$ cat config.mk
export PLATFORM = sky130hd
export DESIGN_NAME = cpu_regfile
export DESIGN_NICKNAME = d
export VERILOG_FILES = /design/src/design/cpu_pkg.sv /design/src/design/cpu_regfile.sv
export SDC_FILE = /design/constraint.sdc
export NUM_CORES = 1
export LEC_CHECK = 0
export ABC_CLOCK_PERIOD_IN_PS = 6300
export BUFFER_PORTS_ARGS = -buffer_cell sky130_fd_sc_hd__buf_2
export CAP_MARGIN = 30
export CORE_MARGIN = 10
export CORE_UTILIZATION = 30
export CTS_BUF_LIST = sky130_fd_sc_hd__clkbuf_4 sky130_fd_sc_hd__clkbuf_8 sky130_fd_sc_hd__clkbuf_16
export DETAILED_ROUTE_END_ITERATION = 6
export HOLD_SLACK_MARGIN = 0.15
export PLACE_DENSITY = 0.56
export SKIP_CTS_REPAIR_TIMING = 1
export SLEW_MARGIN = 30
export SYNTH_ARGS = -nofsm -noshare
export SYNTH_HDL_FRONTEND = slang
export SYNTH_SLANG_ARGS = --single-unit
$ cat constraint.sdc
create_clock -name clk -period 6.3 [get_ports clk]
set_clock_uncertainty 0.05 [all_clocks]
set_input_delay 1.89 -clock clk [delete_from_list [all_inputs] [get_ports clk]]
set_output_delay 1.89 -clock clk [all_outputs]
set_load 0.01 [all_outputs]
$ cat src/design/cpu_pkg.sv
////////////////////////////////////////////////////////////////////////////
// Core sizes, opcodes and ALU operations
// Instruction word union with register, immediate and store views
// APB address map of the host port
// Opcode class helpers shared by the pipeline and the hazard unit
////////////////////////////////////////////////////////////////////////////
package cpu_pkg;

	localparam int xlen       = 32;
	localparam int reg_aw     = 4;
	localparam int imem_depth = 64;
	localparam int dmem_depth = 16;
	localparam int dmem_aw    = $clog2(dmem_depth);

	typedef logic [$clog2(imem_depth)-1:0] pc_t;   // Word index into imem

	// Unlisted values run as no-operation
	typedef enum logic [7:0] {
		op_add  = 8'h10, op_sub  = 8'h12, op_and  = 8'h14, op_or   = 8'h16,
		op_xor  = 8'h20, op_shl  = 8'h22, op_shr  = 8'h24,
		op_addi = 8'h11, op_subi = 8'h13, op_andi = 8'h15, op_xori = 8'h23,
		op_shli = 8'h25, op_ori  = 8'h27,
		op_ld   = 8'h81, op_ldb  = 8'h85, op_st   = 8'h83, op_stb  = 8'h87,
		op_jmp  = 8'h40, op_beqz = 8'h41, op_halt = 8'hFF
	} opcode_t;

	typedef struct packed {
		opcode_t            opcode;
		logic [reg_aw-1:0]  rd;
		logic [reg_aw-1:0]  rs1;
		logic [reg_aw-1:0]  rs2;
		logic [11:0]        unused;
	} r_fmt_t;

	typedef struct packed {
		opcode_t            opcode;
		logic [reg_aw-1:0]  rd;
		logic [reg_aw-1:0]  rs1;
		logic [15:0]        imm16;
	} l_fmt_t;

	typedef struct packed {
		opcode_t            opcode;
		logic [reg_aw-1:0]  rs_data;   // Register holding the store data
		logic [reg_aw-1:0]  rs_base;
		logic [15:0]        imm16;
	} s_fmt_t;

	typedef union packed {
		r_fmt_t r_fmt;
		l_fmt_t l_fmt;
		s_fmt_t s_fmt;
	} instr_t;

	typedef enum logic [2:0] {
		alu_add, alu_sub, alu_and, alu_or, alu_xor, alu_shl, alu_shr
	} alu_op_t;

	////////////////////////////////////////////////////////////////////////////
	// APB byte addresses
	////////////////////////////////////////////////////////////////////////////
	localparam int apb_aw = 12;
	localparam logic [apb_aw-1:0] imem_base    = 12'h000;
	localparam logic [apb_aw-1:0] reg_base     = 12'h100;
	localparam logic [apb_aw-1:0] ctrl_addr    = 12'h140;
	localparam logic [apb_aw-1:0] status_addr  = 12'h144;
	localparam logic [apb_aw-1:0] retired_addr = 12'h148;

	function automatic logic is_r_type(input opcode_t op);
		return op inside {op_add, op_sub, op_and, op_or, op_xor, op_shl, op_shr};
	endfunction

	function automatic logic is_l_type(input opcode_t op);
		return op inside {op_addi, op_subi, op_andi, op_xori, op_shli, op_ori};
	endfunction

	function automatic logic is_load(input opcode_t op);
		return op inside {op_ld, op_ldb};
	endfunction

	function automatic logic is_store(input opcode_t op);
		return op inside {op_st, op_stb};
	endfunction

	function automatic logic is_jb(input opcode_t op);
		return op inside {op_jmp, op_beqz};
	endfunction

	function automatic logic writes_reg(input opcode_t op);
		return is_r_type(op) || is_l_type(op) || is_load(op);
	endfunction

endpackage

$ cat src/design/cpu_regfile.sv
////////////////////////////////////////////////////////////////////////////
// Sixteen word register file
// Two operand read ports, one host read port, one write port
////////////////////////////////////////////////////////////////////////////
`timescale 1ns/1ps

module cpu_regfile (
	input  logic                       clk,
	input  logic                       arst_n,
	input  logic                       clear,
	input  logic [cpu_pkg::reg_aw-1:0] ra_addr,
	input  logic [cpu_pkg::reg_aw-1:0] rb_addr,
	input  logic [cpu_pkg::reg_aw-1:0] host_addr,
	output logic [cpu_pkg::xlen-1:0]   ra_data,
	output logic [cpu_pkg::xlen-1:0]   rb_data,
	output logic [cpu_pkg::xlen-1:0]   host_data,
	input  logic                       wr_en,
	input  logic [cpu_pkg::reg_aw-1:0] wr_addr,
	input  logic [cpu_pkg::xlen-1:0]   wr_data
);

	logic [cpu_pkg::xlen-1:0] regs [2**cpu_pkg::reg_aw];

	assign ra_data   = regs[ra_addr];
	assign rb_data   = regs[rb_addr];
	assign host_data = regs[host_addr];

	always_ff @(posedge clk or negedge arst_n) begin
		if (!arst_n) begin
			for (int i = 0; i < 2**cpu_pkg::reg_aw; i++)
				regs[i] <= '0;
		end else if (clear) begin
			for (int i = 0; i < 2**cpu_pkg::reg_aw; i++)
				regs[i] <= '0;
		end else if (wr_en) begin
			regs[wr_addr] <= wr_data;   // Write-back stage
		end
	end

endmodule

==> impl_metrics.tcl <==
set metrics [dict create \
    start_kind "input pin" \
    die_w_um 352 \
    leakage_nw 14.0 \
    fillerInstances 11000 \
    track_usage_pct 20.3 \
    placed_cells 4467 \
    ir_worst_vdd_uv 213 \
    synth_edf_count 0 \
    synth-seq-cells 512 \
    area_delta_synth_final_pct 12.4 \
    synth.avg_cell_area_um2 10.3 \
    yosysSeqAreaShare_pct 38.7 \
    routed_wl_um 131000 \
    cts.clk_slew.worst_paths_ps 60 \
    endpoint_kind "output port" \
    dp_hpwl_um 71400 \
    dr.pass1.iters 5 \
    status "complete, no violations" \
    hold_violations 0 \
    grt_pass1_wl_um 197000 \
    synth_area_um2 33100 \
    final_core_util_pct 34.1 \
    ys_warn_count 0 \
    layoutNonFillerInstCount 4575 \
    worstHoldPathType "reg2reg" \
    antenna_found_initial 17 \
    ys_async_sr_fraction_pct 100 \
    critPathArrivalTime_ps 3850 \
    period_share_pct 92.0 \
    routabilityCongestion 0.810 \
    max_freq_mhz 173 \
    grt_max_degree 129 \
    cts_buffers 56 \
    p_per_area_nw_per_um2 216 \
    clk_latency_ps 630 \
    layout-drive-gt1-share_pct 24.4 \
    ios 148 \
    root_buffer "clkbuf_16" \
    finalSetupViolations 0 \
    top_regs "regs: 512 flops" \
    cts_buffer_depth 3 \
    die_area_um2 124000 \
    drv_cap 0 \
    portBuffers 147 \
    tns_ps 0 \
    period_needed_ps 5790 \
    clock_sinks 512 \
    first_global_vias 28700 \
    drv_slew 0 \
    start_util_pct 30.3 \
    rows 121 \
    drt_iter0_markers 3769 \
    tightest_slew_ps 1060 \
    htreeDepth 2 \
    overflow 0 \
    num_vias 29400 \
    synthCells 3222 \
    cts_tree "done" \
    crit_type "in2out" \
    synth.distinct_cells 23 \
    maxSlewHeadroom_pct 29.5 \
    fin_nets 3102 \
    regMostFlops "regs" \
    layout_common_cells "512 x nand3_1, 512 x a21oi_1, 512 x dfrtp_1" \
    core_um2 109000 \
    crit_path_max_fanout 40 \
    synth_nets 3274 \
    die_y_um 352 \
    wl_per_cell_um 28.7 \
    drc 0 \
    cp.required_ps 4360 \
    largest_reg_flops 512 \
    via_per_inst 6.42 \
    ant_nets 0 \
    synth_ff_type "dfrtp_1" \
    rsz0062_at_grt "false" \
]
routing by layer:
layer / vias up / wire length (um) / global-route usage (%)
met3: 225 / 15700 / 6.36
li1: 12100 / - / -
met4: 4 / 3000 / 4.87
met1: 15300 / 52900 / 27.8
met5: - / 31 / 0
met2: 1832 / 59700 / 30.9
area by class of cell:
class	count	area, um2	area share [%]
multi-input combinational	2236	18500	49.6
sequential	512	12800	34.4
timing repair buffer	244	2120	5.68
tap	1476	1850	4.96
clock buffer	81	1690	4.53
clock inverter	21	288	0.773
antenna	5	12.5	0.0336
worst paths after layout:
kind / start / end / slack (ps) / cells past startpoint
worst max-delay path: ra_addr[1] / ra_data[14] / 510 / 6
worst min-delay path: regs[489] / regs[489] / 520 / 2
worst max register to register: regs[48] / regs[48] / 5430 / 2
worst min register to register: regs[489] / regs[489] / 520 / 2
max in group asynchronous: arst_n / regs[123] / 3740 / 2
min in group asynchronous: arst_n / regs[22] / 1170 / 1
kinds of logic (layout without fill, tap and decap cells):
family,Yosys count,after routing,share of synthesized area (%)
AND/OR/NAND/NOR,636,636,9.35
other,0,5,0
AO/OA/AOI/OAI,1216,1216,19.8
multiplexers,384,384,26.1
buffers and inverters,474,346,6.03
flip-flops,512,512,38.7
metrics by stage:
step | hold slack [ps] | total power, W | area [um2] | setup WS (ps)
3_5_place_dp | 514 | 0.00447 | 35200 | 578
3_3_place_gp | 503 | 0.00446 | 35200 | 563
4_1_cts | 524 | 0.00806 | 37200 | 577
6_report | 521 | 0.00805 | 37200 | 507
5_1_grt | 551 | 0.00826 | 37200 | 473
2_1_floorplan | 489 | 0.00401 | 33100 | 1240
worst max-delay path, stage by stage:
cell and delay [ps]:
buf_6 430, buf_4 380, mux4_2 330, a22oi_1 230, nand2_1 280, buf_2 240
synth_stat cells (2+ instances only):
master,instances,share of area [%]
dfrtp_1,512,39
a21oi_1,512,7.7
buf_4,32,0.73
o21ai_1,36,0.54
and3b_1,2,0.053
buf_1,77,0.87
nor2_1,4,0.045
buf_2,61,0.92
clkbuf_1,301,3.4
and2_1,4,0.076
nand3b_1,2,0.045
o21ai_0,476,7.2
mux4_2,384,26
nand3_1,513,7.8
nand2b_1,2,0.038
nand2_1,97,1.1
nor2b_1,8,0.15
a22oi_1,192,4.4
buf_6,3,0.10
report_power, final:
| group | switching [W] | internal [W] | total (W) |
|---|---|---|---|
| clock network | 0.00148 | 0.00214 | 0.00362 |
| logic | 0.000766 | 0.000291 | 0.00106 |
| registers | 0.0000393 | 0.00333 | 0.00337 |
(Power assumes the default switching activity.)
