[config.mk]
export PLATFORM = sky130hd
export DESIGN_NAME = cpu_host_port
export DESIGN_NICKNAME = d
export VERILOG_FILES = /design/src/design/cpu_pkg.sv /design/src/design/cpu_host_port.sv
export SDC_FILE = /design/constraint.sdc
export NUM_CORES = 2
export LEC_CHECK = 0
export CAP_MARGIN = 30
export CORE_ASPECT_RATIO = 1.4
export CORE_MARGIN = 8
export CORE_UTILIZATION = 30
export CTS_CLUSTER_DIAMETER = 30
export DETAILED_ROUTE_END_ITERATION = 7
export DONT_BUFFER_PORTS = 1
export PLACE_DENSITY = 0.55
export SYNTH_ARGS = -nofsm -noshare
export SYNTH_HDL_FRONTEND = slang
export SYNTH_SLANG_ARGS = --single-unit
[constraint.sdc]
create_clock -name clk -period 4.35 [get_ports clk]
set_clock_uncertainty 0.05 [all_clocks]
set_input_delay 0.87 -clock clk [delete_from_list [all_inputs] [get_ports clk]]
set_output_delay 0.87 -clock clk [all_outputs]
set_load 0.02 [all_outputs]
[src/design/cpu_pkg.sv]
////////////////////////////////////////////////////////////////////////////
// Core sizes, opcodes and ALU operations
// Instruction word union with register, immediate and store views
// APB address map of the host port
// Opcode class helpers shared by the pipeline and the hazard unit
////////////////////////////////////////////////////////////////////////////
package cpu_pkg;

	localparam int xlen       = 32;
	localparam int reg_aw     = 4;
	localparam int imem_depth = 64;
	localparam int dmem_depth = 16;
	localparam int dmem_aw    = $clog2(dmem_depth);

	typedef logic [$clog2(imem_depth)-1:0] pc_t;   // Word index into imem

	// Unlisted values run as no-operation
	typedef enum logic [7:0] {
		op_add  = 8'h10, op_sub  = 8'h12, op_and  = 8'h14, op_or   = 8'h16,
		op_xor  = 8'h20, op_shl  = 8'h22, op_shr  = 8'h24,
		op_addi = 8'h11, op_subi = 8'h13, op_andi = 8'h15, op_xori = 8'h23,
		op_shli = 8'h25, op_ori  = 8'h27,
		op_ld   = 8'h81, op_ldb  = 8'h85, op_st   = 8'h83, op_stb  = 8'h87,
		op_jmp  = 8'h40, op_beqz = 8'h41, op_halt = 8'hFF
	} opcode_t;

	typedef struct packed {
		opcode_t            opcode;
		logic [reg_aw-1:0]  rd;
		logic [reg_aw-1:0]  rs1;
		logic [reg_aw-1:0]  rs2;
		logic [11:0]        unused;
	} r_fmt_t;

	typedef struct packed {
		opcode_t            opcode;
		logic [reg_aw-1:0]  rd;
		logic [reg_aw-1:0]  rs1;
		logic [15:0]        imm16;
	} l_fmt_t;

	typedef struct packed {
		opcode_t            opcode;
		logic [reg_aw-1:0]  rs_data;   // Register holding the store data
		logic [reg_aw-1:0]  rs_base;
		logic [15:0]        imm16;
	} s_fmt_t;

	typedef union packed {
		r_fmt_t r_fmt;
		l_fmt_t l_fmt;
		s_fmt_t s_fmt;
	} instr_t;

	typedef enum logic [2:0] {
		alu_add, alu_sub, alu_and, alu_or, alu_xor, alu_shl, alu_shr
	} alu_op_t;

	////////////////////////////////////////////////////////////////////////////
	// APB byte addresses
	////////////////////////////////////////////////////////////////////////////
	localparam int apb_aw = 12;
	localparam logic [apb_aw-1:0] imem_base    = 12'h000;
	localparam logic [apb_aw-1:0] reg_base     = 12'h100;
	localparam logic [apb_aw-1:0] ctrl_addr    = 12'h140;
	localparam logic [apb_aw-1:0] status_addr  = 12'h144;
	localparam logic [apb_aw-1:0] retired_addr = 12'h148;

	function automatic logic is_r_type(input opcode_t op);
		return op inside {op_add, op_sub, op_and, op_or, op_xor, op_shl, op_shr};
	endfunction

	function automatic logic is_l_type(input opcode_t op);
		return op inside {op_addi, op_subi, op_andi, op_xori, op_shli, op_ori};
	endfunction

	function automatic logic is_load(input opcode_t op);
		return op inside {op_ld, op_ldb};
	endfunction

	function automatic logic is_store(input opcode_t op);
		return op inside {op_st, op_stb};
	endfunction

	function automatic logic is_jb(input opcode_t op);
		return op inside {op_jmp, op_beqz};
	endfunction

	function automatic logic writes_reg(input opcode_t op);
		return is_r_type(op) || is_l_type(op) || is_load(op);
	endfunction

endpackage

[src/design/cpu_host_port.sv]
////////////////////////////////////////////////////////////////////////////
// APB slave of the core
// Instruction memory, run and clear control, status flags
// Retired instruction counter and error response
////////////////////////////////////////////////////////////////////////////
`timescale 1ns/1ps

module cpu_host_port (
	input  logic                         clk,
	input  logic                         arst_n,
	input  logic                         psel,
	input  logic                         penable,
	input  logic                         pwrite,
	input  logic [cpu_pkg::apb_aw-1:0]   paddr,
	input  logic [cpu_pkg::xlen-1:0]     pwdata,
	output logic [cpu_pkg::xlen-1:0]     prdata,
	output logic                         pready,
	output logic                         pslverr,
	input  cpu_pkg::pc_t                 fetch_pc,
	output cpu_pkg::instr_t              fetch_word,
	output logic [cpu_pkg::reg_aw-1:0]   host_reg,
	input  logic [cpu_pkg::xlen-1:0]     host_reg_data,
	output logic                         run_pulse,
	output logic                         clear_pulse,
	input  logic                         halted,
	input  logic                         retire
);

	logic [cpu_pkg::xlen-1:0] imem [cpu_pkg::imem_depth];
	logic [cpu_pkg::xlen-1:0] retired;
	logic                     running;
	logic                     done;
	logic                     access;
	logic                     sel_imem, sel_reg, sel_ctrl, sel_status, sel_retired;

	// Address decode
	assign sel_imem    = paddr[11:8] == cpu_pkg::imem_base[11:8];
	assign sel_reg     = paddr[11:6] == cpu_pkg::reg_base[11:6];
	assign sel_ctrl    = paddr == cpu_pkg::ctrl_addr;
	assign sel_status  = paddr == cpu_pkg::status_addr;
	assign sel_retired = paddr == cpu_pkg::retired_addr;

	assign access  = psel && penable;
	assign pready  = 1'b1;   // No wait states
	assign pslverr = access && (!(sel_imem || sel_reg || sel_ctrl || sel_status || sel_retired)
		|| (pwrite && sel_imem && running));

	assign host_reg    = paddr[5:2];
	assign run_pulse   = access && pwrite && sel_ctrl && pwdata[0];
	assign clear_pulse = access && pwrite && sel_ctrl && pwdata[1];
	assign fetch_word  = imem[fetch_pc];

	// Write-only locations read back as zero
	always_comb begin
		prdata = '0;
		if (psel && !pwrite) begin
			if (sel_reg)
				prdata = host_reg_data;
			else if (sel_status)
				prdata = {{(cpu_pkg::xlen-2){1'b0}}, running, done};
			else if (sel_retired)
				prdata = retired;
		end
	end

	always_ff @(posedge clk) begin
		if (access && pwrite && sel_imem && !running)
			imem[paddr[7:2]] <= pwdata;
	end

	always_ff @(posedge clk or negedge arst_n) begin
		if (!arst_n) begin
			running <= 1'b0;
			done    <= 1'b0;
			retired <= '0;
		end else begin
			if (clear_pulse)
				retired <= '0;
			else if (retire)
				retired <= retired + 1'b1;
			if (run_pulse) begin
				running <= 1'b1;
				done    <= 1'b0;
			end else if (halted) begin
				running <= 1'b0;
				done    <= 1'b1;   // Halt reached write-back
			end else if (clear_pulse) begin
				done    <= 1'b0;
			end
		end
	end

endmodule

==> impl_metrics.yaml <==
finish:
  fillCellCount: 24370
  drive_gt1_share_pct: 32.43
  nets: 4106
  syn2layout_area_growth_pct: 21.84
  final_util_pct: 36.73
synthesis:
  synth_simple_gate_area_share_pct: 2.211
  synthesis.nets: 3751
  synth_area_leaders: "edfxtp_1 (76%), mux4_2 (14%), mux2i_1 (2.4%), dfrtp_1 (1.1%), a22oi_1 (0.89%)"
  synth_top_flop_cell: "edfxtp_1"
  yosys.area.top_type: "edfxtp_1"
  synth_mux_area_share_pct: 16.74
  synth.top_cell.area_share_pct: 76.11
  yosys_warnings: 0
  avgSynthCellArea_um2: 22.07
  netlist_instances: 3661
  ys_seq_area_share_pct: 77.17
  async_reset_ff_share_pct: 1.633
  synth.most_common_cell: "edfxtp_1"
  synth_area_um2: 80800
  synthAdderAreaFrac_pct: 0.01549
  synth-compound-area-share_pct: 2.092
  synth_enable_flop_cells: 2048
  synth_common_cells: "edfxtp_1 (2048), mux4_2 (511), mux2i_1 (190)"
  synth_xor_area_share_pct: 0.3144
  synth_top_family_by_area: "multiplexers"
  yosysUniqueCellTypes: 63
  ys_ff_latch: 2082
floorplan:
  ios: 161
  chipHeight_um: 630.1
  rows: 225
  coreArea_um2: 268000
  initial_core_util_pct: 30.15
  die_area_um2: 286400
  die_x_um: 454.6
placed_design:
  pre_cts_ws_ns: -0.1619
  post-dp-hpwl_um: 123400
  gp_congestion: 0.7545
  io_buffers: 0
sta:
  rsz0062_at_grt: "true"
  maxSlewHeadroom_pct: -48.99
  setup_ws_ns: -0.8193
  tightest_slew_ns: 2.235
  timing.final.crit_period_ns: 5.169
  hold_viol: 0
  fin_crit_sh_pct: 118.8
  final-setup-viol-count: 31
  slew_violations: 323
  fmaxAchievable_ghz: 0.1935
  setup_tns_ns: -12.61
flow_run:
  cap_violations: 0
clock_tree:
  cts_post_setup_buffers_inserted: 0
  cts_tree: "yes"
  cts_max_level: 5
  cts_buffers: 333
  clk_pin_slew_ns: 0.06
  cts-root-buf: "clkbuf_16"
  clock_path_buffers: 4
  clk_latency_ns: 0.83
  clock_sinks: 2082
global_routing:
  antenna_found_initial: 4
  gr-usage-all-layers_pct: 15.37
  grt_overflow_total: 0
  grt_first_pass_wirelength_um: 317600
  grt_max_degree: 492
  grt_pass1_vias: 41780
worst_setup_path:
  critPathRequiredTime_ns: 3.43
  cp_top_family: "multiplexers"
  cp.arrival_ns: 4.25
  worstSetupStartpointType: "input port"
  path_class: "input port to output pin"
  crit_path_max_incr_delay_ns: 1.25
  critPathMaxFanout: 491
  crit_chain: "mux4_2 > mux2i_2 > a22oi_1 > buf_4 > a22oi_2 > buf_6 > nor2_4 > buf_4"
  worst_path_max_delay_cell: "mux4_2"
  crit_path_frequent_cell: "buf_4"
  worstSetupEndpointType: "output pin"
  worst-path-buf-inv: 3
power:
  p_leak_nw: 31.28
  power.total_mw: 50.28
  ir_drop_v: 0.0003178
  p_per_area_nw_per_um2: 510.8
min_path:
  min_path_type: "input port to flop"
route:
  drcViolationCount: 0
  routed_wl_um: 226200
  routed-via-count: 39650
  postRouteAntennaNets: 0
  drtIter0Drc: 4002
  avgRoutedWirePerCell_um: 29.00
  via_per_inst: 5.084
  first_pass_iters: 8
outcome:
  violations: "max-slew violations, negative setup slack"
  status: "finished with violations"
==> registers in the layout, summed over array words and instances, names as in the netlist <==
register  cells
done          1
retired      32
imem       2048
running       1
==> kinds of logic (layout without fill, tap and decap cells) <==
kind of cell | after synthesis | after routing
DFF | 2082 | 2082
other | 1 | 3
adders and majority gates | 1 | 1
muxes | 711 | 711
xor gates and xnor gates | 29 | 29
AOI/OAI and AO/OA | 237 | 237
and+or+nand+nor | 379 | 379
buffers and inverters | 221 | 840
==> cell type report <==
class	instances	area, um^2	area share [%]
repair buffers	232	2502	2.542
clock inverters	224	2694	2.736
clock buffers	375	8597	8.733
diodes	2	5.005	0.005084
well taps	3518	4402	4.471
multi-input cells	1358	17840	18.12
inverters	9	51.30	0.05211
flip-flops and latches	2082	62350	63.34
==> placed cells by master, fill, tap and decap left out, types with 60 or more instances in the layout <==
master	instances
a22oi_1	94
clkbuf_16	338
edfxtp_1	2048
buf_4	169
nor2_4	65
mux2i_1	189
buf_12	60
nor2_1	97
mux4_2	511
nand2_1	75
==> worst paths after layout <==
| check | startpoint | to | slack [ns] | cells after the start |
|---|---|---|---|---|
| min in group asynchronous | arst_n | retired[22] | 0.44 | 2 |
| worst max-delay path | fetch_pc[1] | fetch_word[13] | -0.82 | 8 |
| max in group asynchronous | arst_n | retired[8] | 3.62 | 2 |
| worst min-delay path | pwdata[23] | imem[41][23] | 0.07 | 0 |
| worst max register to register | running | imem[46][15] | 1.32 | 6 |
| worst min register to register | retired[25] | retired[25] | 0.52 | 2 |
==> metrics by stage <==
step | cells | instance area [um^2] | hold WS, ns
detailed placement | 7199 | 87050 | 0.5076
global route | 7799 | 98440 | 0.03115
CTS | 7800 | 98380 | 0.02506
floorplan | 3661 | 80800 | 0.4683
global placement | 7199 | 87050 | 0.4949
finish | 7800 | 98440 | 0.07156
==> routing by layer <==
layer	wire length (um)	GRT usage, %	vias up
met2	120800	27.99	1411
met1	84890	18.33	21640
li1	-	-	16260
met4	6806	4.814	0
met5	0	0	-
met3	13710	2.847	343
==> power breakdown <==
part / switching, mW / internal (mW) / total [mW]
Sequential: 0.0534 / 22.1 / 22.1
Combinational: 0.693 / 0.839 / 1.53
Clock: 9.58 / 17.0 / 26.6
==> repair_timing <==
item                                    CTS  global route
endpoints found under the setup margin    2             8
hold buffers                              2             0
hold endpoints to repair                 34             0
resized for setup                         4            18
pin swaps                                 0             6
No activity file was read; power rests on OpenSTA's default activity.
