## config.mk

```make
export PLATFORM = sky130hd
export DESIGN_NAME = cpu_alu
export DESIGN_NICKNAME = d
export VERILOG_FILES = /design/src/design/cpu_pkg.sv /design/src/design/cpu_alu.sv
export SDC_FILE = /design/constraint.sdc
export NUM_CORES = 1
export LEC_CHECK = 0
export ABC_CLOCK_PERIOD_IN_PS = 7900
export BUFFER_PORTS_ARGS = -buffer_cell sky130_fd_sc_hd__buf_4
export CORE_UTILIZATION = 30
export DETAILED_ROUTE_END_ITERATION = 7
export MAX_ROUTING_LAYER = met4
export PLACE_DENSITY_LB_ADDON = 0.08
export SYNTH_ARGS = -nofsm -noshare
export SYNTH_HDL_FRONTEND = slang
export SYNTH_SLANG_ARGS = --single-unit
```

## constraint.sdc

```tcl
create_clock -name vclk -period 7.9
set_input_delay 0.79 -clock vclk [all_inputs]
set_output_delay 0.79 -clock vclk [all_outputs]
set_load 0.01 [all_outputs]
```

## src/design/cpu_pkg.sv

```systemverilog
////////////////////////////////////////////////////////////////////////////
// Core sizes, opcodes and ALU operations
// Instruction word union with register, immediate and store views
// APB address map of the host port
// Opcode class helpers shared by the pipeline and the hazard unit
////////////////////////////////////////////////////////////////////////////
package cpu_pkg;

	localparam int xlen       = 32;
	localparam int reg_aw     = 4;
	localparam int imem_depth = 64;
	localparam int dmem_depth = 16;
	localparam int dmem_aw    = $clog2(dmem_depth);

	typedef logic [$clog2(imem_depth)-1:0] pc_t;   // Word index into imem

	// Unlisted values run as no-operation
	typedef enum logic [7:0] {
		op_add  = 8'h10, op_sub  = 8'h12, op_and  = 8'h14, op_or   = 8'h16,
		op_xor  = 8'h20, op_shl  = 8'h22, op_shr  = 8'h24,
		op_addi = 8'h11, op_subi = 8'h13, op_andi = 8'h15, op_xori = 8'h23,
		op_shli = 8'h25, op_ori  = 8'h27,
		op_ld   = 8'h81, op_ldb  = 8'h85, op_st   = 8'h83, op_stb  = 8'h87,
		op_jmp  = 8'h40, op_beqz = 8'h41, op_halt = 8'hFF
	} opcode_t;

	typedef struct packed {
		opcode_t            opcode;
		logic [reg_aw-1:0]  rd;
		logic [reg_aw-1:0]  rs1;
		logic [reg_aw-1:0]  rs2;
		logic [11:0]        unused;
	} r_fmt_t;

	typedef struct packed {
		opcode_t            opcode;
		logic [reg_aw-1:0]  rd;
		logic [reg_aw-1:0]  rs1;
		logic [15:0]        imm16;
	} l_fmt_t;

	typedef struct packed {
		opcode_t            opcode;
		logic [reg_aw-1:0]  rs_data;   // Register holding the store data
		logic [reg_aw-1:0]  rs_base;
		logic [15:0]        imm16;
	} s_fmt_t;

	typedef union packed {
		r_fmt_t r_fmt;
		l_fmt_t l_fmt;
		s_fmt_t s_fmt;
	} instr_t;

	typedef enum logic [2:0] {
		alu_add, alu_sub, alu_and, alu_or, alu_xor, alu_shl, alu_shr
	} alu_op_t;

	////////////////////////////////////////////////////////////////////////////
	// APB byte addresses
	////////////////////////////////////////////////////////////////////////////
	localparam int apb_aw = 12;
	localparam logic [apb_aw-1:0] imem_base    = 12'h000;
	localparam logic [apb_aw-1:0] reg_base     = 12'h100;
	localparam logic [apb_aw-1:0] ctrl_addr    = 12'h140;
	localparam logic [apb_aw-1:0] status_addr  = 12'h144;
	localparam logic [apb_aw-1:0] retired_addr = 12'h148;

	function automatic logic is_r_type(input opcode_t op);
		return op inside {op_add, op_sub, op_and, op_or, op_xor, op_shl, op_shr};
	endfunction

	function automatic logic is_l_type(input opcode_t op);
		return op inside {op_addi, op_subi, op_andi, op_xori, op_shli, op_ori};
	endfunction

	function automatic logic is_load(input opcode_t op);
		return op inside {op_ld, op_ldb};
	endfunction

	function automatic logic is_store(input opcode_t op);
		return op inside {op_st, op_stb};
	endfunction

	function automatic logic is_jb(input opcode_t op);
		return op inside {op_jmp, op_beqz};
	endfunction

	function automatic logic writes_reg(input opcode_t op);
		return is_r_type(op) || is_l_type(op) || is_load(op);
	endfunction

endpackage

```

## src/design/cpu_alu.sv

```systemverilog
////////////////////////////////////////////////////////////////////////////
// Arithmetic and logic unit
// Add, subtract, bitwise logic and shifts with a zero flag
////////////////////////////////////////////////////////////////////////////
`timescale 1ns/1ps

module cpu_alu (
	input  cpu_pkg::alu_op_t         op,
	input  logic [cpu_pkg::xlen-1:0] a,
	input  logic [cpu_pkg::xlen-1:0] b,
	output logic [cpu_pkg::xlen-1:0] y,
	output logic                     zero
);

	logic [4:0] shamt;

	assign shamt = b[4:0];   // Only the low five bits shift

	always_comb begin
		case (op)
			cpu_pkg::alu_add:
				y = a + b;
			cpu_pkg::alu_sub:
				y = a - b;
			cpu_pkg::alu_and:
				y = a & b;
			cpu_pkg::alu_or:
				y = a | b;
			cpu_pkg::alu_xor:
				y = a ^ b;
			cpu_pkg::alu_shl:
				y = a << shamt;
			cpu_pkg::alu_shr:
				y = a >> shamt;   // Logical shift with zero fill
			default:
				y = a;
		endcase
	end

	// Branch test for beqz, which passes rs1 through an add of zero
	assign zero = (y == '0);

endmodule

```

==> results of run 1 <==
synth_stat cells (all sizes together), types with 9 or more instances:
cell and n:
a31oi 16, mux4 64, o21ai 50, a22oi 10
a21oi 109, mux2i 52, xnor2 42, a221oi 10
nor3 20, nand4 18, a21o 26, mux2 17
buf 45, nor2 105, o21a 11, clkbuf 78
nor4 9, o211ai 23, nand2 112, o22ai 20
nand3 24, a211oi 10, ha 97, inv 70
cell type report:
type | count | area share [%]
Tap cell | 390 | 4.90
Inverter | 72 | 2.72
Antenna cell | 1 | 0.0251
Multi-Input combinational cell | 1022 | 82.5
Timing Repair Buffer | 129 | 9.86
kinds of logic (layout without fill, tap and decap cells):
| group | after synthesis | count (layout) | share of synthesized area (%) |
|---|---|---|---|
| XOR/XNOR | 47 | 47 | 4.56 |
| AND/OR/NAND/NOR | 360 | 360 | 19.3 |
| buffers and inverters | 195 | 201 | 9.15 |
| adder cells (fa/ha/maj) | 98 | 98 | 13.7 |
| other | 0 | 1 | 0 |
| AO/OA/AOI/OAI | 384 | 384 | 29.0 |
| multiplexers | 133 | 133 | 24.3 |
critical path, cell delays in order:
cell and delay [ps]:
buf_4 150, or4_1 540, nor3_1 420, nand2_1 240, or3_1 440, o41ai_1 330, xnor2_1 110, ha_1 410
nand2_1 100, o21ai_0 310, or3b_2 180, a21oi_1 60, o41ai_1 640, a41o_1 290, a21oi_1 90, xnor2_1 150
a2111o_1 410, nor4_1 220, nor4b_2 250, buf_4 160
layer usage:
| metal | global-route usage (%) | routed length, um | share of wire, % |
|---|---|---|---|
| met1 | 42.0 | 20800 | 46 |
| met2 | 43.1 | 19400 | 43 |
| met3 | 4.05 | 3510 | 7.7 |
| met4 | 8.66 | 1610 | 3.6 |
| met5 | - | 0 | 0 |
stage by stage:
stage	cells	setup WS, ps	hold slack (ps)
global route	1614	399	2110
finish	1614	832	2080
floorplan	1217	1580	1750
global placement	1613	924	2080
CTS	1613	873	2080
detailed placement	1613	917	2080
worst max path at each step:
stage / slack, ps / endpoint / from
2_1_floorplan: 1580 / zero / b[0]
3_3_place_gp: 920 / zero / b[3]
3_5_place_dp: 920 / zero / b[3]
4_1_cts: 870 / zero / b[3]
5_1_grt: 400 / zero / b[3]
6_report: 830 / zero / b[3]
==> results.txt, run 1 <==
Hold Crit Class = input port to primary output
outcome = complete, but fails checks
largest net degree at the start of global routing = 58
Detail Route Antenna Nets = 0
layout cells sized above 1 = 18.6%
Mapped Cells = 1217
total wire length = 45300 um
nets@finish = 1390
vias in the first global route = 9617
WHS Path Cells = 4
core box area = 29600 um^2
Worst setup EP type = primary output
Mapped Nets = 1382
width of the die = 175 um
crit path DAT = 6280 ps
cts-stage hold buffer count = 0
sequential area share after synthesis = 0%
Post-CTS Setup Bufs = 0
global-route usage over all layers = 29.6%
Crit Path Category = input port to primary output
post-route clock period utilization = 89.5%
Final setup viols = 0
drt pass-1 iters = 8
Multi-input gate area = 8210 um^2
mean area per synthesized cell = 7.42 um^2
failing checks = DRC
WL/cell = 28.1 um
clk_buf instances = 0
Via density = 6.35
Ports = 100
startpoint types = input port
antenna violations before repair = 1
commonest non-fill, non-tap cell in the layout = buf_4
Residual DRC = 2
final instance area = 9950 um^2
MaxCap Viol Count = 0
Layout Utilization = 33.6%
Worst EP required = 7110 ps
post-synth top area share = 14.2%
Buffers on Ports = 100
largest area contributor in the netlist = mux4_2
WHS Endpoint = y[0]
synth unique cells = 84
area of the die = 30800 um^2
ranking of synthesized cells by area = mux4_2 (14%), ha_1 (13%), a21oi_1 (6.0%)
routability cong. = 0.960
synthesized cell area = 9030 um^2
height of the die = 175 um
Overflow after GRT = 0
TNS Setup = 0 ps
dpl hpwl = 34700 um
min-delay src = a[0]
Post-DP Area = 9950 um^2
Seq cells = 0
Layout area overhead = 10.3%
Max Clk Rate = 0.141 GHz
Worst-Margin Slew = 1170 ps
RSZ-0062 raised after global routing = false
FILL cells = 3266
most frequent cells in the layout = buf_4 (128), nand2_1 (112), a21oi_1 (109)
Max Slew Vio Count = 0
Core Rows = 63
initial detailed-routing violation count = 1098
first-pass GRT wire length = 66500 um
final worst path period need = 7070 ps
Final Hold Vio Count = 0
relative slew slack = 20.7%
Initial Util = 30.5%
Crit Path Max Fanout = 8
post-cts sizing count = 0
register area = 0 um^2
via count = 10.3k
synth warn = 0
==> run 2: changes to the inputs <==
--- a/config.mk
+++ b/config.mk
@@ -9,7 +9,6 @@
 export BUFFER_PORTS_ARGS = -buffer_cell sky130_fd_sc_hd__buf_4
 export CORE_UTILIZATION = 30
 export DETAILED_ROUTE_END_ITERATION = 7
-export MAX_ROUTING_LAYER = met4
 export PLACE_DENSITY_LB_ADDON = 0.08
 export SYNTH_ARGS = -nofsm -noshare
 export SYNTH_HDL_FRONTEND = slang
==> results.txt, run 2 (synthesized netlist as in run 1, its figures left out) <==
startpoint types = input port
FILL cells = 3315
Buffers on Ports = 100
Residual DRC = 2
cts-stage hold buffer count = 0
commonest non-fill, non-tap cell in the layout = buf_4
TNS Setup = 0 ps
failing checks = DRC
Worst Setup EP = zero
final worst path period need = 7120 ps
global-route usage over all layers = 28.8%
total wire length = 45500 um
layout cells sized above 1 = 18.8%
routability cong. = 0.942
peak supply drop = 0.0421 mV
Post-DP Area = 9970 um^2
min-delay src = a[1]
Crit Path Category = input port to primary output
relative slew slack = 30.1%
Max Clk Rate = 0.141 GHz
vias in the first global route = 9774
MaxCap Viol Count = 0
Crit Path Max Fanout = 7
height of the die = 175 um
Final Hold Vio Count = 0
RSZ-0062 raised after global routing = false
outcome = complete, but fails checks
area of the die = 30800 um^2
Multi-input gate area = 8210 um^2
core box area = 29600 um^2
final instance area = 9970 um^2
Ports = 100
Via density = 6.39
via count = 10.3k
dpl hpwl = 34700 um
Worst EP required = 7110 ps
WL/cell = 28.2 um
crit path DAT = 6330 ps
Max Slew Vio Count = 0
CP Launch Point = b[3]
clk_buf instances = 0
Detail Route Antenna Nets = 0
largest net degree at the start of global routing = 92
drt pass-1 iters = 8
Worst setup EP type = primary output
Core Rows = 63
Worst-Margin Slew = 1040 ps
Post-CTS Setup Bufs = 0
most frequent cells in the layout = buf_4 (130), nand2_1 (112), a21oi_1 (109)
post-cts sizing count = 0
post-route clock period utilization = 90.1%
Final setup viols = 0
Overflow after GRT = 0
Pwr Density = 84.0 nW/um^2
register area = 0 um^2
Hold Crit Class = input port to primary output
Initial Util = 30.5%
ant diodes = 0
antenna violations before repair = 0
nets@finish = 1392
Layout area overhead = 10.4%
first-pass GRT wire length = 67200 um
width of the die = 175 um
leak pwr = 4.19 nW
initial detailed-routing violation count = 1150
Seq cells = 0
worst hold slack = 2090 ps
run 2: worst min path at each step:
stage | endpoint | slack [ps] | cells past startpoint
final | y[1] | 2090 | 3
after CTS | y[1] | 2090 | 3
after floorplan | y[1] | 1750 | 1
after global placement | y[1] | 2090 | 3
after global routing | y[29] | 2120 | 4
after detailed placement | y[29] | 2090 | 4
run 2: cell type report:
class / count / share of cell area [%]
timing repair buffer: 131 / 9.99
multi-input combinational: 1022 / 82.4
tap: 390 / 4.90
inverter: 72 / 2.71
run 2: metrics by stage:
| step | utilization (%) | std cells | setup slack [ps] | total power [mW] |
|---|---|---|---|---|
| final | 33.6 | 1615 | 783 | 0.837 |
| after global routing | 33.6 | 1615 | 482 | 0.892 |
| after CTS | 33.6 | 1615 | 862 | 0.821 |
| after detailed placement | 33.6 | 1615 | 932 | 0.817 |
| after global placement | 33.6 | 1615 | 924 | 0.824 |
| after floorplan | - | 1217 | 1580 | 0.522 |
run 2: report_power, final:
group,internal (mW),switching [mW]
Sequential,0,0
Clock,0,0
Combinational,0.326,0.512
run 2: routing by layer:
| metal | up-vias | GRT usage, % | wire, um |
|---|---|---|---|
| li1 | 4636 | - | - |
| met1 | 5095 | 43.9 | 21500 |
| met2 | 522 | 43.4 | 19600 |
| met3 | 73 | 1.73 | 2930 |
| met4 | 0 | 7.83 | 1460 |
| met5 | - | 0 | 0 |
run 2: critical path, cell delays in order:
cell      delay (ps)
buf_4            120
or4_1            550
nor3_1           430
nand2_1          240
or3_1            430
o41ai_1          330
xnor2_1          130
ha_1             410
nand2_1          100
o21ai_0          310
or3b_2           180
a21oi_1           50
o41ai_1          650
a41o_1           290
a21oi_1          100
xnor2_1          150
a2111o_1         400
nor4_1           250
nor4b_2          260
buf_4            160
(Power assumes the default switching activity.)
==> run 3: changes to the inputs <==
--- a/config.mk
+++ b/config.mk
@@ -7,6 +7,8 @@
 export LEC_CHECK = 0
 export ABC_CLOCK_PERIOD_IN_PS = 7900
 export BUFFER_PORTS_ARGS = -buffer_cell sky130_fd_sc_hd__buf_4
+export CELL_PAD_IN_SITES_DETAIL_PLACEMENT = 1
+export CELL_PAD_IN_SITES_GLOBAL_PLACEMENT = 2
 export CORE_UTILIZATION = 30
 export DETAILED_ROUTE_END_ITERATION = 7
 export PLACE_DENSITY_LB_ADDON = 0.08
==> results.txt, run 3 (synthesized netlist as in run 1, its figures left out) <==
leak pwr = 4.19 nW
RSZ-0062 raised after global routing = false
MaxCap Viol Count = 0
TNS Setup = 0 ps
area of the die = 30800 um^2
total wire length = 48500 um
vias in the first global route = 10.4k
Buffers on Ports = 100
Initial Util = 30.5%
dpl hpwl = 36800 um
WL/cell = 30.0 um
Final setup viols = 0
CP Launch Point = b[1]
ant diodes = 0
Seq cells = 0
post-cts sizing count = 0
drt pass-1 iters = 6
routed wl met3 = 2600 um
M1 WL = 23400 um
CP peak stage delay = 590 ps
crit path DAT = 6130 ps
routability cong. = 0.948
min-delay src = a[14]
peak supply drop = 0.0319 mV
Detail Route Antenna Nets = 0
layout cells sized above 1 = 18.8%
Residual DRC = 0
slowest CP cell = o41ai_1
relative slew slack = 22.1%
crit-path cells = buf_4 -> or2_2 -> nor3_1 -> buf_4 -> nand2_1 -> or3_1 -> o41ai_1 -> xnor2_1 -> ha_1 -> nand2_1 -> o21ai_0 -> or3b_2 -> a21oi_1 -> o41ai_1 -> a41o_1 -> a21oi_1 -> xnor2_1 -> a2111o_1 -> nor4_1 -> nor4b_2 -> buf_4
via count = 10.5k
clk_buf instances = 0
Core Rows = 63
cts-stage hold buffer count = 0
Hold Crit Class = input port to primary output
height of the die = 175 um
width of the die = 175 um
nets@finish = 1392
first-pass GRT wire length = 72700 um
Crit Path Category = input port to primary output
DR top layer = met4
Worst setup EP type = primary output
Max Clk Rate = 0.145 GHz
most frequent cells in the layout = buf_4 (131), nand2_1 (112), a21oi_1 (109)
CP most frequent cell = buf_4
commonest non-fill, non-tap cell in the layout = buf_4
Worst EP required = 7110 ps
Layout area overhead = 10.3%
outcome = finished clean
Max Slew Vio Count = 0
largest net degree at the start of global routing = 49
global-route usage over all layers = 31.3%
Ports = 100
initial detailed-routing violation count = 1113
antenna violations before repair = 0
Via density = 6.48
met2 wire length = 21100 um
startpoint types = input port
Final Hold Vio Count = 0
Overflow after GRT = 0
post-route clock period utilization = 87.5%
Crit Path Max Fanout = 24
placed insts = 1615
core box area = 29600 um^2
Post-CTS Setup Bufs = 0
final worst path period need = 6920 ps
Pwr Density = 85.4 nW/um^2
register area = 0 um^2
fin cells = 1615
Worst-Margin Slew = 1140 ps
run 3: changes by cell type in the layout (fill, tap and decap cells not counted):
cell / change
buf_4: +1
buf_12: -1
run 3: final timing paths:
check | endpoint | cells after the start
max | zero | 21
min | y[14] | 4
run 3: layer usage:
metal | vias to the layer above | global-route usage, %
met4 | 0 | 8.22
met2 | 442 | 47.6
met3 | 65 | 1.32
li1 | 4637 | -
met1 | 5320 | 47.5
met5 | - | 0
run 3: critical path, delay by kind of cell:
| kind | cells | cell delay [ps] |
|---|---|---|
| buf+inv | 3 | 560 |
| fa+ha+maj | 1 | 410 |
| simple gates | 8 | 1990 |
| compound gates | 7 | 2100 |
| xor+xnor | 2 | 270 |
run 3: per-stage QoR:
stage	util (%)	cell area (um^2)	hold slack [ps]	worst slack [ps]	power (mW)
after floorplan	-	9030	1750	1580	0.522
after CTS	33.6	9950	2090	967	0.836
after detailed placement	33.6	9950	2090	1010	0.832
after global placement	33.6	9950	2080	1040	0.831
after global routing	33.6	9950	2120	447	0.906
final	33.6	9950	2100	984	0.850
run 3: area by class of cell:
type               count  area [um^2]
well taps            390          488
repair buffers       131          983
multi-input cells   1022         8210
fillers             3708        19700
inverters             72          270
run 3: power by group:
group	internal [mW]	switching (mW)
sequential	0	0
clock	0	0
combinational	0.324	0.525
