**src/design/cpu_pkg.sv**
```systemverilog
////////////////////////////////////////////////////////////////////////////
// Core sizes, opcodes and ALU operations
// Instruction word union with register, immediate and store views
// APB address map of the host port
// Opcode class helpers shared by the pipeline and the hazard unit
////////////////////////////////////////////////////////////////////////////
package cpu_pkg;

	localparam int xlen       = 32;
	localparam int reg_aw     = 4;
	localparam int imem_depth = 64;
	localparam int dmem_depth = 16;
	localparam int dmem_aw    = $clog2(dmem_depth);

	typedef logic [$clog2(imem_depth)-1:0] pc_t;   // Word index into imem

	// Unlisted values run as no-operation
	typedef enum logic [7:0] {
		op_add  = 8'h10, op_sub  = 8'h12, op_and  = 8'h14, op_or   = 8'h16,
		op_xor  = 8'h20, op_shl  = 8'h22, op_shr  = 8'h24,
		op_addi = 8'h11, op_subi = 8'h13, op_andi = 8'h15, op_xori = 8'h23,
		op_shli = 8'h25, op_ori  = 8'h27,
		op_ld   = 8'h81, op_ldb  = 8'h85, op_st   = 8'h83, op_stb  = 8'h87,
		op_jmp  = 8'h40, op_beqz = 8'h41, op_halt = 8'hFF
	} opcode_t;

	typedef struct packed {
		opcode_t            opcode;
		logic [reg_aw-1:0]  rd;
		logic [reg_aw-1:0]  rs1;
		logic [reg_aw-1:0]  rs2;
		logic [11:0]        unused;
	} r_fmt_t;

	typedef struct packed {
		opcode_t            opcode;
		logic [reg_aw-1:0]  rd;
		logic [reg_aw-1:0]  rs1;
		logic [15:0]        imm16;
	} l_fmt_t;

	typedef struct packed {
		opcode_t            opcode;
		logic [reg_aw-1:0]  rs_data;   // Register holding the store data
		logic [reg_aw-1:0]  rs_base;
		logic [15:0]        imm16;
	} s_fmt_t;

	typedef union packed {
		r_fmt_t r_fmt;
		l_fmt_t l_fmt;
		s_fmt_t s_fmt;
	} instr_t;

	typedef enum logic [2:0] {
		alu_add, alu_sub, alu_and, alu_or, alu_xor, alu_shl, alu_shr
	} alu_op_t;

	////////////////////////////////////////////////////////////////////////////
	// APB byte addresses
	////////////////////////////////////////////////////////////////////////////
	localparam int apb_aw = 12;
	localparam logic [apb_aw-1:0] imem_base    = 12'h000;
	localparam logic [apb_aw-1:0] reg_base     = 12'h100;
	localparam logic [apb_aw-1:0] ctrl_addr    = 12'h140;
	localparam logic [apb_aw-1:0] status_addr  = 12'h144;
	localparam logic [apb_aw-1:0] retired_addr = 12'h148;

	function automatic logic is_r_type(input opcode_t op);
		return op inside {op_add, op_sub, op_and, op_or, op_xor, op_shl, op_shr};
	endfunction

	function automatic logic is_l_type(input opcode_t op);
		return op inside {op_addi, op_subi, op_andi, op_xori, op_shli, op_ori};
	endfunction

	function automatic logic is_load(input opcode_t op);
		return op inside {op_ld, op_ldb};
	endfunction

	function automatic logic is_store(input opcode_t op);
		return op inside {op_st, op_stb};
	endfunction

	function automatic logic is_jb(input opcode_t op);
		return op inside {op_jmp, op_beqz};
	endfunction

	function automatic logic writes_reg(input opcode_t op);
		return is_r_type(op) || is_l_type(op) || is_load(op);
	endfunction

endpackage

```
**src/design/cpu_stage_if.sv**
```systemverilog
////////////////////////////////////////////////////////////////////////////
// State of one pipeline stage as seen by the hazard unit
////////////////////////////////////////////////////////////////////////////
`timescale 1ns/1ps

interface cpu_stage_if;

	logic                       valid;     // Low for a bubble
	logic [cpu_pkg::reg_aw-1:0] wrt_reg;
	logic                       wrt_en;
	logic                       jb_flag;   // Stage holds jmp or beqz

	modport drv (
		output valid, wrt_reg, wrt_en, jb_flag
	);

	modport mon (
		input  valid, wrt_reg, wrt_en, jb_flag
	);

endinterface

```
**src/design/cpu_pipeline.sv**
```systemverilog
////////////////////////////////////////////////////////////////////////////
// Five stage pipeline of the core
// Fetch and decode registers, execute with branch resolution
// Data memory access, write-back, halt and retire reporting
////////////////////////////////////////////////////////////////////////////
`timescale 1ns/1ps

module cpu_pipeline (
	input  logic                       clk,
	input  logic                       arst_n,
	input  logic                       run,
	input  logic                       clear,
	output cpu_pkg::pc_t               fetch_pc,
	input  cpu_pkg::instr_t            fetch_word,
	output cpu_pkg::instr_t            if_instr,
	input  logic                       rw_stall,
	input  logic                       jb_stall,
	cpu_stage_if.drv                   dec,
	cpu_stage_if.drv                   exec,
	cpu_stage_if.drv                   mem,
	cpu_stage_if.drv                   wb,
	output logic [cpu_pkg::reg_aw-1:0] ra_addr,
	output logic [cpu_pkg::reg_aw-1:0] rb_addr,
	input  logic [cpu_pkg::xlen-1:0]   ra_data,
	input  logic [cpu_pkg::xlen-1:0]   rb_data,
	output cpu_pkg::alu_op_t           alu_op,
	output logic [cpu_pkg::xlen-1:0]   alu_a,
	output logic [cpu_pkg::xlen-1:0]   alu_b,
	input  logic [cpu_pkg::xlen-1:0]   alu_y,
	input  logic                       alu_zero,
	output logic                       wr_en,
	output logic [cpu_pkg::reg_aw-1:0] wr_addr,
	output logic [cpu_pkg::xlen-1:0]   wr_data,
	output logic                       halted,
	output logic                       retire
);

	logic [cpu_pkg::xlen-1:0] dmem [cpu_pkg::dmem_depth];
	cpu_pkg::pc_t             pc, ex_tgt;
	logic                     fetching, advance, ex_taken;
	logic                     id_valid, ex_valid, mem_valid, wb_valid;
	cpu_pkg::instr_t          id_instr;
	cpu_pkg::opcode_t         id_op, ex_op, mem_op, wb_op;
	logic [cpu_pkg::reg_aw-1:0] ex_rd, mem_rd, wb_rd;
	logic [cpu_pkg::xlen-1:0] id_imm, ex_a, ex_b, ex_sd, mem_res, mem_sd, mem_data, wb_data;
	logic [cpu_pkg::dmem_aw-1:0] maddr;

	assign fetch_pc = pc;
	assign if_instr = fetch_word;
	assign advance  = fetching && !rw_stall && !jb_stall;

	// Decode operand selection
	assign id_op   = id_instr.r_fmt.opcode;
	assign id_imm  = {{16{id_instr.l_fmt.imm16[15]}}, id_instr.l_fmt.imm16};
	assign ra_addr = id_instr.r_fmt.rs1;
	assign rb_addr = cpu_pkg::is_store(id_op) ? id_instr.s_fmt.rs_data : id_instr.r_fmt.rs2;

	assign dec.valid    = id_valid;
	assign dec.wrt_reg  = id_instr.r_fmt.rd;
	assign dec.wrt_en   = id_valid && cpu_pkg::writes_reg(id_op);
	assign dec.jb_flag  = id_valid && cpu_pkg::is_jb(id_op);
	assign exec.valid   = ex_valid;
	assign exec.wrt_reg = ex_rd;
	assign exec.wrt_en  = ex_valid && cpu_pkg::writes_reg(ex_op);
	assign exec.jb_flag = ex_valid && cpu_pkg::is_jb(ex_op);
	assign mem.valid    = mem_valid;
	assign mem.wrt_reg  = mem_rd;
	assign mem.wrt_en   = mem_valid && cpu_pkg::writes_reg(mem_op);
	assign mem.jb_flag  = mem_valid && cpu_pkg::is_jb(mem_op);
	assign wb.valid     = wb_valid;
	assign wb.wrt_reg   = wb_rd;
	assign wb.wrt_en    = wb_valid && cpu_pkg::writes_reg(wb_op);
	assign wb.jb_flag   = wb_valid && cpu_pkg::is_jb(wb_op);

	always_comb begin
		case (ex_op)
			cpu_pkg::op_sub, cpu_pkg::op_subi: alu_op = cpu_pkg::alu_sub;
			cpu_pkg::op_and, cpu_pkg::op_andi: alu_op = cpu_pkg::alu_and;
			cpu_pkg::op_or,  cpu_pkg::op_ori:  alu_op = cpu_pkg::alu_or;
			cpu_pkg::op_xor, cpu_pkg::op_xori: alu_op = cpu_pkg::alu_xor;
			cpu_pkg::op_shl, cpu_pkg::op_shli: alu_op = cpu_pkg::alu_shl;
			cpu_pkg::op_shr:                   alu_op = cpu_pkg::alu_shr;
			default:                           alu_op = cpu_pkg::alu_add;   // Adds and addresses
		endcase
	end

	assign alu_a    = ex_a;
	assign alu_b    = ex_b;
	assign ex_taken = ex_valid && (ex_op == cpu_pkg::op_jmp ||
		(ex_op == cpu_pkg::op_beqz && alu_zero));

	// Memory stage with zero-extended byte access
	assign maddr = mem_res[cpu_pkg::dmem_aw-1:0];
	always_comb begin
		if (mem_op == cpu_pkg::op_ld)
			mem_data = dmem[maddr];
		else if (mem_op == cpu_pkg::op_ldb)
			mem_data = {{(cpu_pkg::xlen-8){1'b0}}, dmem[maddr][7:0]};
		else
			mem_data = mem_res;
	end

	assign wr_en   = wb.wrt_en;
	assign wr_addr = wb_rd;
	assign wr_data = wb_data;
	assign retire  = wb_valid;
	assign halted  = wb_valid && wb_op == cpu_pkg::op_halt;

	////////////////////////////////////////////////////////////////////////////
	// Control state
	////////////////////////////////////////////////////////////////////////////
	always_ff @(posedge clk or negedge arst_n) begin
		if (!arst_n) begin
			pc        <= '0;
			fetching  <= 1'b0;
			id_valid  <= 1'b0;
			ex_valid  <= 1'b0;
			mem_valid <= 1'b0;
			wb_valid  <= 1'b0;
		end else if (run) begin   // Restart from word 0 with an empty pipe
			pc        <= '0;
			fetching  <= 1'b1;
			id_valid  <= 1'b0;
			ex_valid  <= 1'b0;
			mem_valid <= 1'b0;
			wb_valid  <= 1'b0;
		end else begin
			if (ex_taken)
				pc <= ex_tgt;
			else if (advance && fetch_word.r_fmt.opcode == cpu_pkg::op_halt)
				fetching <= 1'b0;   // Hold PC and insert bubbles
			else if (advance)
				pc <= pc + 1'b1;
			id_valid  <= advance;
			ex_valid  <= id_valid;
			mem_valid <= ex_valid;
			wb_valid  <= mem_valid;
		end
	end

	always_ff @(posedge clk) begin
		id_instr <= fetch_word;
		ex_op    <= id_op;
		ex_rd    <= id_instr.r_fmt.rd;
		ex_a     <= ra_data;
		ex_sd    <= rb_data;
		ex_tgt   <= id_instr.l_fmt.imm16[$bits(cpu_pkg::pc_t)-1:0];
		if (cpu_pkg::is_r_type(id_op))
			ex_b <= rb_data;
		else if (cpu_pkg::writes_reg(id_op) || cpu_pkg::is_store(id_op))
			ex_b <= id_imm;
		else
			ex_b <= '0;   // beqz tests rs1 alone
		mem_op   <= ex_op;
		mem_rd   <= ex_rd;
		mem_res  <= alu_y;
		mem_sd   <= ex_sd;
		wb_op    <= mem_op;
		wb_rd    <= mem_rd;
		wb_data  <= mem_data;
	end

	always_ff @(posedge clk) begin
		if (clear) begin
			for (int i = 0; i < cpu_pkg::dmem_depth; i++)
				dmem[i] <= '0;
		end else if (mem_valid && mem_op == cpu_pkg::op_st) begin
			dmem[maddr] <= mem_sd;
		end else if (mem_valid && mem_op == cpu_pkg::op_stb) begin
			dmem[maddr] <= {{(cpu_pkg::xlen-8){1'b0}}, mem_sd[7:0]};
		end
	end

endmodule

```
**src/flat_wrapper.sv**
```systemverilog
// flat-port wrapper written by rule: the top's interface ports become plain ports
module cpu_pipeline_flat 
  (clk, arst_n, run, clear, fetch_pc, fetch_word, if_instr, rw_stall, jb_stall, ra_addr, rb_addr, ra_data, rb_data, alu_op, alu_a, alu_b, alu_y, alu_zero, wr_en, wr_addr, wr_data, halted, retire, dec_valid, dec_wrt_reg, dec_wrt_en, dec_jb_flag, exec_valid, exec_wrt_reg, exec_wrt_en, exec_jb_flag, mem_valid, mem_wrt_reg, mem_wrt_en, mem_jb_flag, wb_valid, wb_wrt_reg, wb_wrt_en, wb_jb_flag);
  cpu_stage_if dec_i ();
  cpu_stage_if exec_i ();
  cpu_stage_if mem_i ();
  cpu_stage_if wb_i ();
  input  logic clk;
  input  logic arst_n;
  input  logic run;
  input  logic clear;
  output cpu_pkg::pc_t fetch_pc;
  input  cpu_pkg::instr_t fetch_word;
  output cpu_pkg::instr_t if_instr;
  input  logic rw_stall;
  input  logic jb_stall;
  output logic [cpu_pkg::reg_aw-1:0] ra_addr;
  output logic [cpu_pkg::reg_aw-1:0] rb_addr;
  input  logic [cpu_pkg::xlen-1:0] ra_data;
  input  logic [cpu_pkg::xlen-1:0] rb_data;
  output cpu_pkg::alu_op_t alu_op;
  output logic [cpu_pkg::xlen-1:0] alu_a;
  output logic [cpu_pkg::xlen-1:0] alu_b;
  input  logic [cpu_pkg::xlen-1:0] alu_y;
  input  logic alu_zero;
  output logic wr_en;
  output logic [cpu_pkg::reg_aw-1:0] wr_addr;
  output logic [cpu_pkg::xlen-1:0] wr_data;
  output logic halted;
  output logic retire;
  output wire logic [$bits(dec_i.valid)-1:0] dec_valid;
  output wire logic [$bits(dec_i.wrt_reg)-1:0] dec_wrt_reg;
  output wire logic [$bits(dec_i.wrt_en)-1:0] dec_wrt_en;
  output wire logic [$bits(dec_i.jb_flag)-1:0] dec_jb_flag;
  output wire logic [$bits(exec_i.valid)-1:0] exec_valid;
  output wire logic [$bits(exec_i.wrt_reg)-1:0] exec_wrt_reg;
  output wire logic [$bits(exec_i.wrt_en)-1:0] exec_wrt_en;
  output wire logic [$bits(exec_i.jb_flag)-1:0] exec_jb_flag;
  output wire logic [$bits(mem_i.valid)-1:0] mem_valid;
  output wire logic [$bits(mem_i.wrt_reg)-1:0] mem_wrt_reg;
  output wire logic [$bits(mem_i.wrt_en)-1:0] mem_wrt_en;
  output wire logic [$bits(mem_i.jb_flag)-1:0] mem_jb_flag;
  output wire logic [$bits(wb_i.valid)-1:0] wb_valid;
  output wire logic [$bits(wb_i.wrt_reg)-1:0] wb_wrt_reg;
  output wire logic [$bits(wb_i.wrt_en)-1:0] wb_wrt_en;
  output wire logic [$bits(wb_i.jb_flag)-1:0] wb_jb_flag;
  assign dec_valid = dec_i.valid;
  assign dec_wrt_reg = dec_i.wrt_reg;
  assign dec_wrt_en = dec_i.wrt_en;
  assign dec_jb_flag = dec_i.jb_flag;
  assign exec_valid = exec_i.valid;
  assign exec_wrt_reg = exec_i.wrt_reg;
  assign exec_wrt_en = exec_i.wrt_en;
  assign exec_jb_flag = exec_i.jb_flag;
  assign mem_valid = mem_i.valid;
  assign mem_wrt_reg = mem_i.wrt_reg;
  assign mem_wrt_en = mem_i.wrt_en;
  assign mem_jb_flag = mem_i.jb_flag;
  assign wb_valid = wb_i.valid;
  assign wb_wrt_reg = wb_i.wrt_reg;
  assign wb_wrt_en = wb_i.wrt_en;
  assign wb_jb_flag = wb_i.jb_flag;
  cpu_pipeline u_core (.clk(clk), .arst_n(arst_n), .run(run), .clear(clear), .fetch_pc(fetch_pc), .fetch_word(fetch_word), .if_instr(if_instr), .rw_stall(rw_stall), .jb_stall(jb_stall), .dec(dec_i), .exec(exec_i), .mem(mem_i), .wb(wb_i), .ra_addr(ra_addr), .rb_addr(rb_addr), .ra_data(ra_data), .rb_data(rb_data), .alu_op(alu_op), .alu_a(alu_a), .alu_b(alu_b), .alu_y(alu_y), .alu_zero(alu_zero), .wr_en(wr_en), .wr_addr(wr_addr), .wr_data(wr_data), .halted(halted), .retire(retire));
endmodule
```
**config.mk**
```make
export PLATFORM = sky130hd
export DESIGN_NAME = cpu_pipeline_flat
export DESIGN_NICKNAME = d
export VERILOG_FILES = /design/src/design/cpu_pkg.sv /design/src/design/cpu_stage_if.sv /design/src/design/cpu_pipeline.sv /design/src/flat_wrapper.sv
export SDC_FILE = /design/constraint.sdc
export NUM_CORES = 1
export LEC_CHECK = 0
export BUFFER_PORTS_ARGS = -buffer_cell sky130_fd_sc_hd__buf_2
export CAP_MARGIN = 15
export CORE_ASPECT_RATIO = 0.75
export CORE_MARGIN = 1
export CORE_UTILIZATION = 59
export DETAILED_ROUTE_END_ITERATION = 16
export GPL_TIMING_DRIVEN = 1
export PLACE_DENSITY = 0.8
export SYNTH_ARGS = -nofsm -noshare
export SYNTH_HDL_FRONTEND = slang
export SYNTH_SLANG_ARGS = --single-unit
```
**constraint.sdc**
```tcl
create_clock -name clk -period 4.9 [get_ports clk]
set_clock_uncertainty 0.05 [all_clocks]
set_input_delay 0.98 -clock clk [delete_from_list [all_inputs] [get_ports clk]]
set_output_delay 0.98 -clock clk [all_outputs]
set_load 0.01 [all_outputs]
```
==> summary.txt <==
Synth
  – Post-synth EDFFs: 512
  – Synth top cells by count: edfxtp_1 (512), nor2_1 (399), dfxtp_1 (266)
  – Synth Cell Area: 29,810 um2
  – Synth Area in Adders: 0.0004198
  – Cell with the most instances after synthesis: edfxtp_1
  – Seq/Total Area, Yosys: 0.7037
  – Mean area per synthesized cell: 14.90 um2
  – Synth Net Count: 2,137
  – YS warnings: 0
  – Synth Area in XOR/XNOR: 0.001763
  – Flop and latch count out of synthesis: 789
  – Ys async rst share: 0.01394
  – Main combinational cell family by area after synthesis: multiplexers
  – Multiplexer share of the synthesized area: 0.1191
  – Syn Inst Count: 2,001
  – Largest area contributor in the netlist: edfxtp_1
  – Synth top area cells: edfxtp_1 (52%), dfxtp_1 (18%), mux4_2 (9.7%)
  – Compound-gate portion of the synthesized area: 0.03366
  – Top-area cell type share of the netlist area: 0.5158
  – Simple-gate area share of the yosys netlist: 0.1068
  – Yosys cell types: 66
  – Predominant post-synthesis flop cell: edfxtp_1

Global routing
  – Antenna violations before repair: 0
  – Largest net degree at the start of global routing: 69
  – Grt met1 use: 0.3859
  – Overflow after GRT: 0
  – Vias in the first global route: 18,180
  – First-pass GRT wire length: 107,800 um
  – Met3 Use GR: 0.08449
  – M2 GR Usage: 0.4437
  – GRT Total Usage: 0.2863
  – Busiest grt layer: met2

Clock tree
  – Root Buffer: clkbuf_16
  – Skew-Pair Late Insertion Delay: 0.61 ns
  – Post-CTS sizing: 0
  – Max H-tree Level: 3
  – Post CTS Setup Buffer Count: 0
  – Clk pin slew, worst setup/hold paths: 0.06 ns
  – Cts hold-fix bufs: 0
  – CTS tree: yes
  – TritonCTS Buffers: 73
  – Max clock buf depth: 3
  – Clk sinks: 789

Worst setup path
  – Crit Path Max Fanout: 27
  – Critical path's largest stage delay: 0.84 ns
  – Worst path required time: 5.17 ns
  – Slowest-stage cell, CP: nand2b_2
  – CP startpoint kind: flip-flop
  – Setup crit end kind: flip-flop
  – Crit-path most repeated cell: buf_4
  – WS Path Type: flip-flop to flip-flop
  – Arrival @ worst endpoint: 4.01 ns
  – Crit path cell chain: or4_1 -> nor4_4 -> nand2_1 -> buf_4 -> nand2b_2 -> buf_4
  – CP delay by family, top: simple AND/OR/NAND/NOR gates
  – CP bufs+invs: 2

Timing
  – Max-slew violation count: 0
  – Final hold vios: 0
  – Fin Hold WS: 0.1867 ns
  – RSZ-0062 raised after global routing: no
  – Fmax: 267.0 MHz
  – Relative max-transition margin: 0.2202
  – Min cycle time layout: 3.745 ns
  – Final setup violation count: 0
  – Worst-margin pin slew: 1.161 ns
  – TNS Setup: 0 ns
  – Worst setup margin: 1.155 ns
  – Period Utilization, post-route: 0.7644

Cells and area
  – Share of layout cells above drive strength 1: 0.2774
  – NumNets Final: 2,371
  – Max reg flops: 512
  – Number of antenna cells inserted: 0
  – Area Overhead vs Synth: 14.12%
  – Largest reg by FF count: u_core.dmem

Pwr
  – Power per Cell Area: 408.8 nW/um2
  – IR drop worst, VDD: 0.0003151 V
  – Static Leak: 13.57 nW

Die
  – Io pins: 315
  – Die height: 196.7 um
  – Rows: 70
  – Initial Util: 0.6045
  – Die W: 261.5 um
  – DIE AREA: 51,430 um2
  – CORE AREA: 49,310 um2

Routing
  – Pre-antenna DRT Iters: 6
  – # DRC: 0
  – Final wirelength: 72,460 um
  – Remaining antenna violation count after routing: 0
  – Vias/cell: 6.126
  – 1st-iter DRT viols: 2,151
  – Wirelength per Cell: 24.64 um
  – Vias: 18,020

Worst hold path
  – Worst Hold Class: input port to async pin

Flow run
  – Max-cap viol count: 0

Place
  – Port Buf Inserts: 314
  – Placer Congestion: 0.8659
  – HPWL after detailed placement: 43,310 um
  – Pre-CTS setup slack: 1.203 ns

Outcome
  – Status: completed
-- cell families after synthesis --
| group | Yosys count |
|---|---|
| flops | 789 |
| simple gates | 677 |
| buf+inv | 205 |
| mux | 192 |
| compound gates | 131 |
| xor+xnor | 6 |
| fa+ha+maj | 1 |
-- area by class of cell --
class / instances / area [um2]
Clock inverter: 31 / 289.0
Tap cell: 648 / 810.8
Clock buffer: 102 / 2127
Inverter: 5 / 18.77
Sequential cell: 789 / 20990
Timing Repair Buffer: 359 / 1922
Multi-Input combinational cell: 1007 / 7863
Fill cell: 3186 / 15290
-- final timing paths --
kind                                 endpoint  cells past startpoint              from  slack, ns
max in group asynchronous  u_core.fetch_pc[3]                      1            arst_n       4.39
max reg2reg                 u_core.dmem[8][0]                      6  u_core.mem_op[5]       1.15
min                        u_core.fetch_pc[5]                      1            arst_n       0.19
min reg2reg                 u_core.mem_sd[14]                      0  u_core.ex_sd[14]       0.27
min in group clk            u_core.mem_sd[14]                      0  u_core.ex_sd[14]       0.27
max                         u_core.dmem[8][0]                      6  u_core.mem_op[5]       1.15
-- metrics by stage --
| stage | util | cell area, um2 | total power [mW] | std cells |
|---|---|---|---|---|
| finish | 0.6899 | 34020 | 13.91 | 2941 |
| global placement | 0.6404 | 31580 | 8.277 | 2807 |
| global route | 0.6899 | 34020 | 14.28 | 2941 |
| detailed placement | 0.6404 | 31580 | 8.302 | 2807 |
| floorplan | - | 29810 | 8.003 | 2001 |
| CTS | 0.6894 | 34000 | 13.96 | 2940 |
-- report_power, final --
part | internal [mW] | switching [mW]
Combinational | 0.304 | 0.411
Sequential | 7.31 | 0.144
Clock | 3.31 | 2.43
Total | 10.9 | 2.98
-- layer usage --
metal | part of all wire | routed length (um)
met1 | 0.38 | 27340
met2 | 0.47 | 33920
met3 | 0.12 | 8890
met4 | 0.032 | 2312
met5 | 0 | 0
-- worst reg2reg max path, stage by stage, from the launching register on --
cell and delay, ns:
dfxtp_1 0.35, or4_1 0.73, nor4_4 0.78, nand2_1 0.10, buf_4 0.32, nand2b_2 0.84
buf_4 0.28
-- layout by cell type (no fill, tap or decap), drive strengths merged, types with 10 or more instances in the layout --
master	synthesis	final
a22o	33	33
and2	34	34
mux4	129	129
nand2b	23	23
mux2i	52	52
edfxtp	512	512
mux2	11	11
a2bb2oi	25	25
dfrtp	11	11
and3	103	103
nand2	51	51
buf	98	359
nor4	10	10
clkinv	0	24
clkbuf	102	102
nor2	399	399
dfxtp	266	266
o21ai	31	31
No activity file was read; power rests on OpenSTA's default activity.
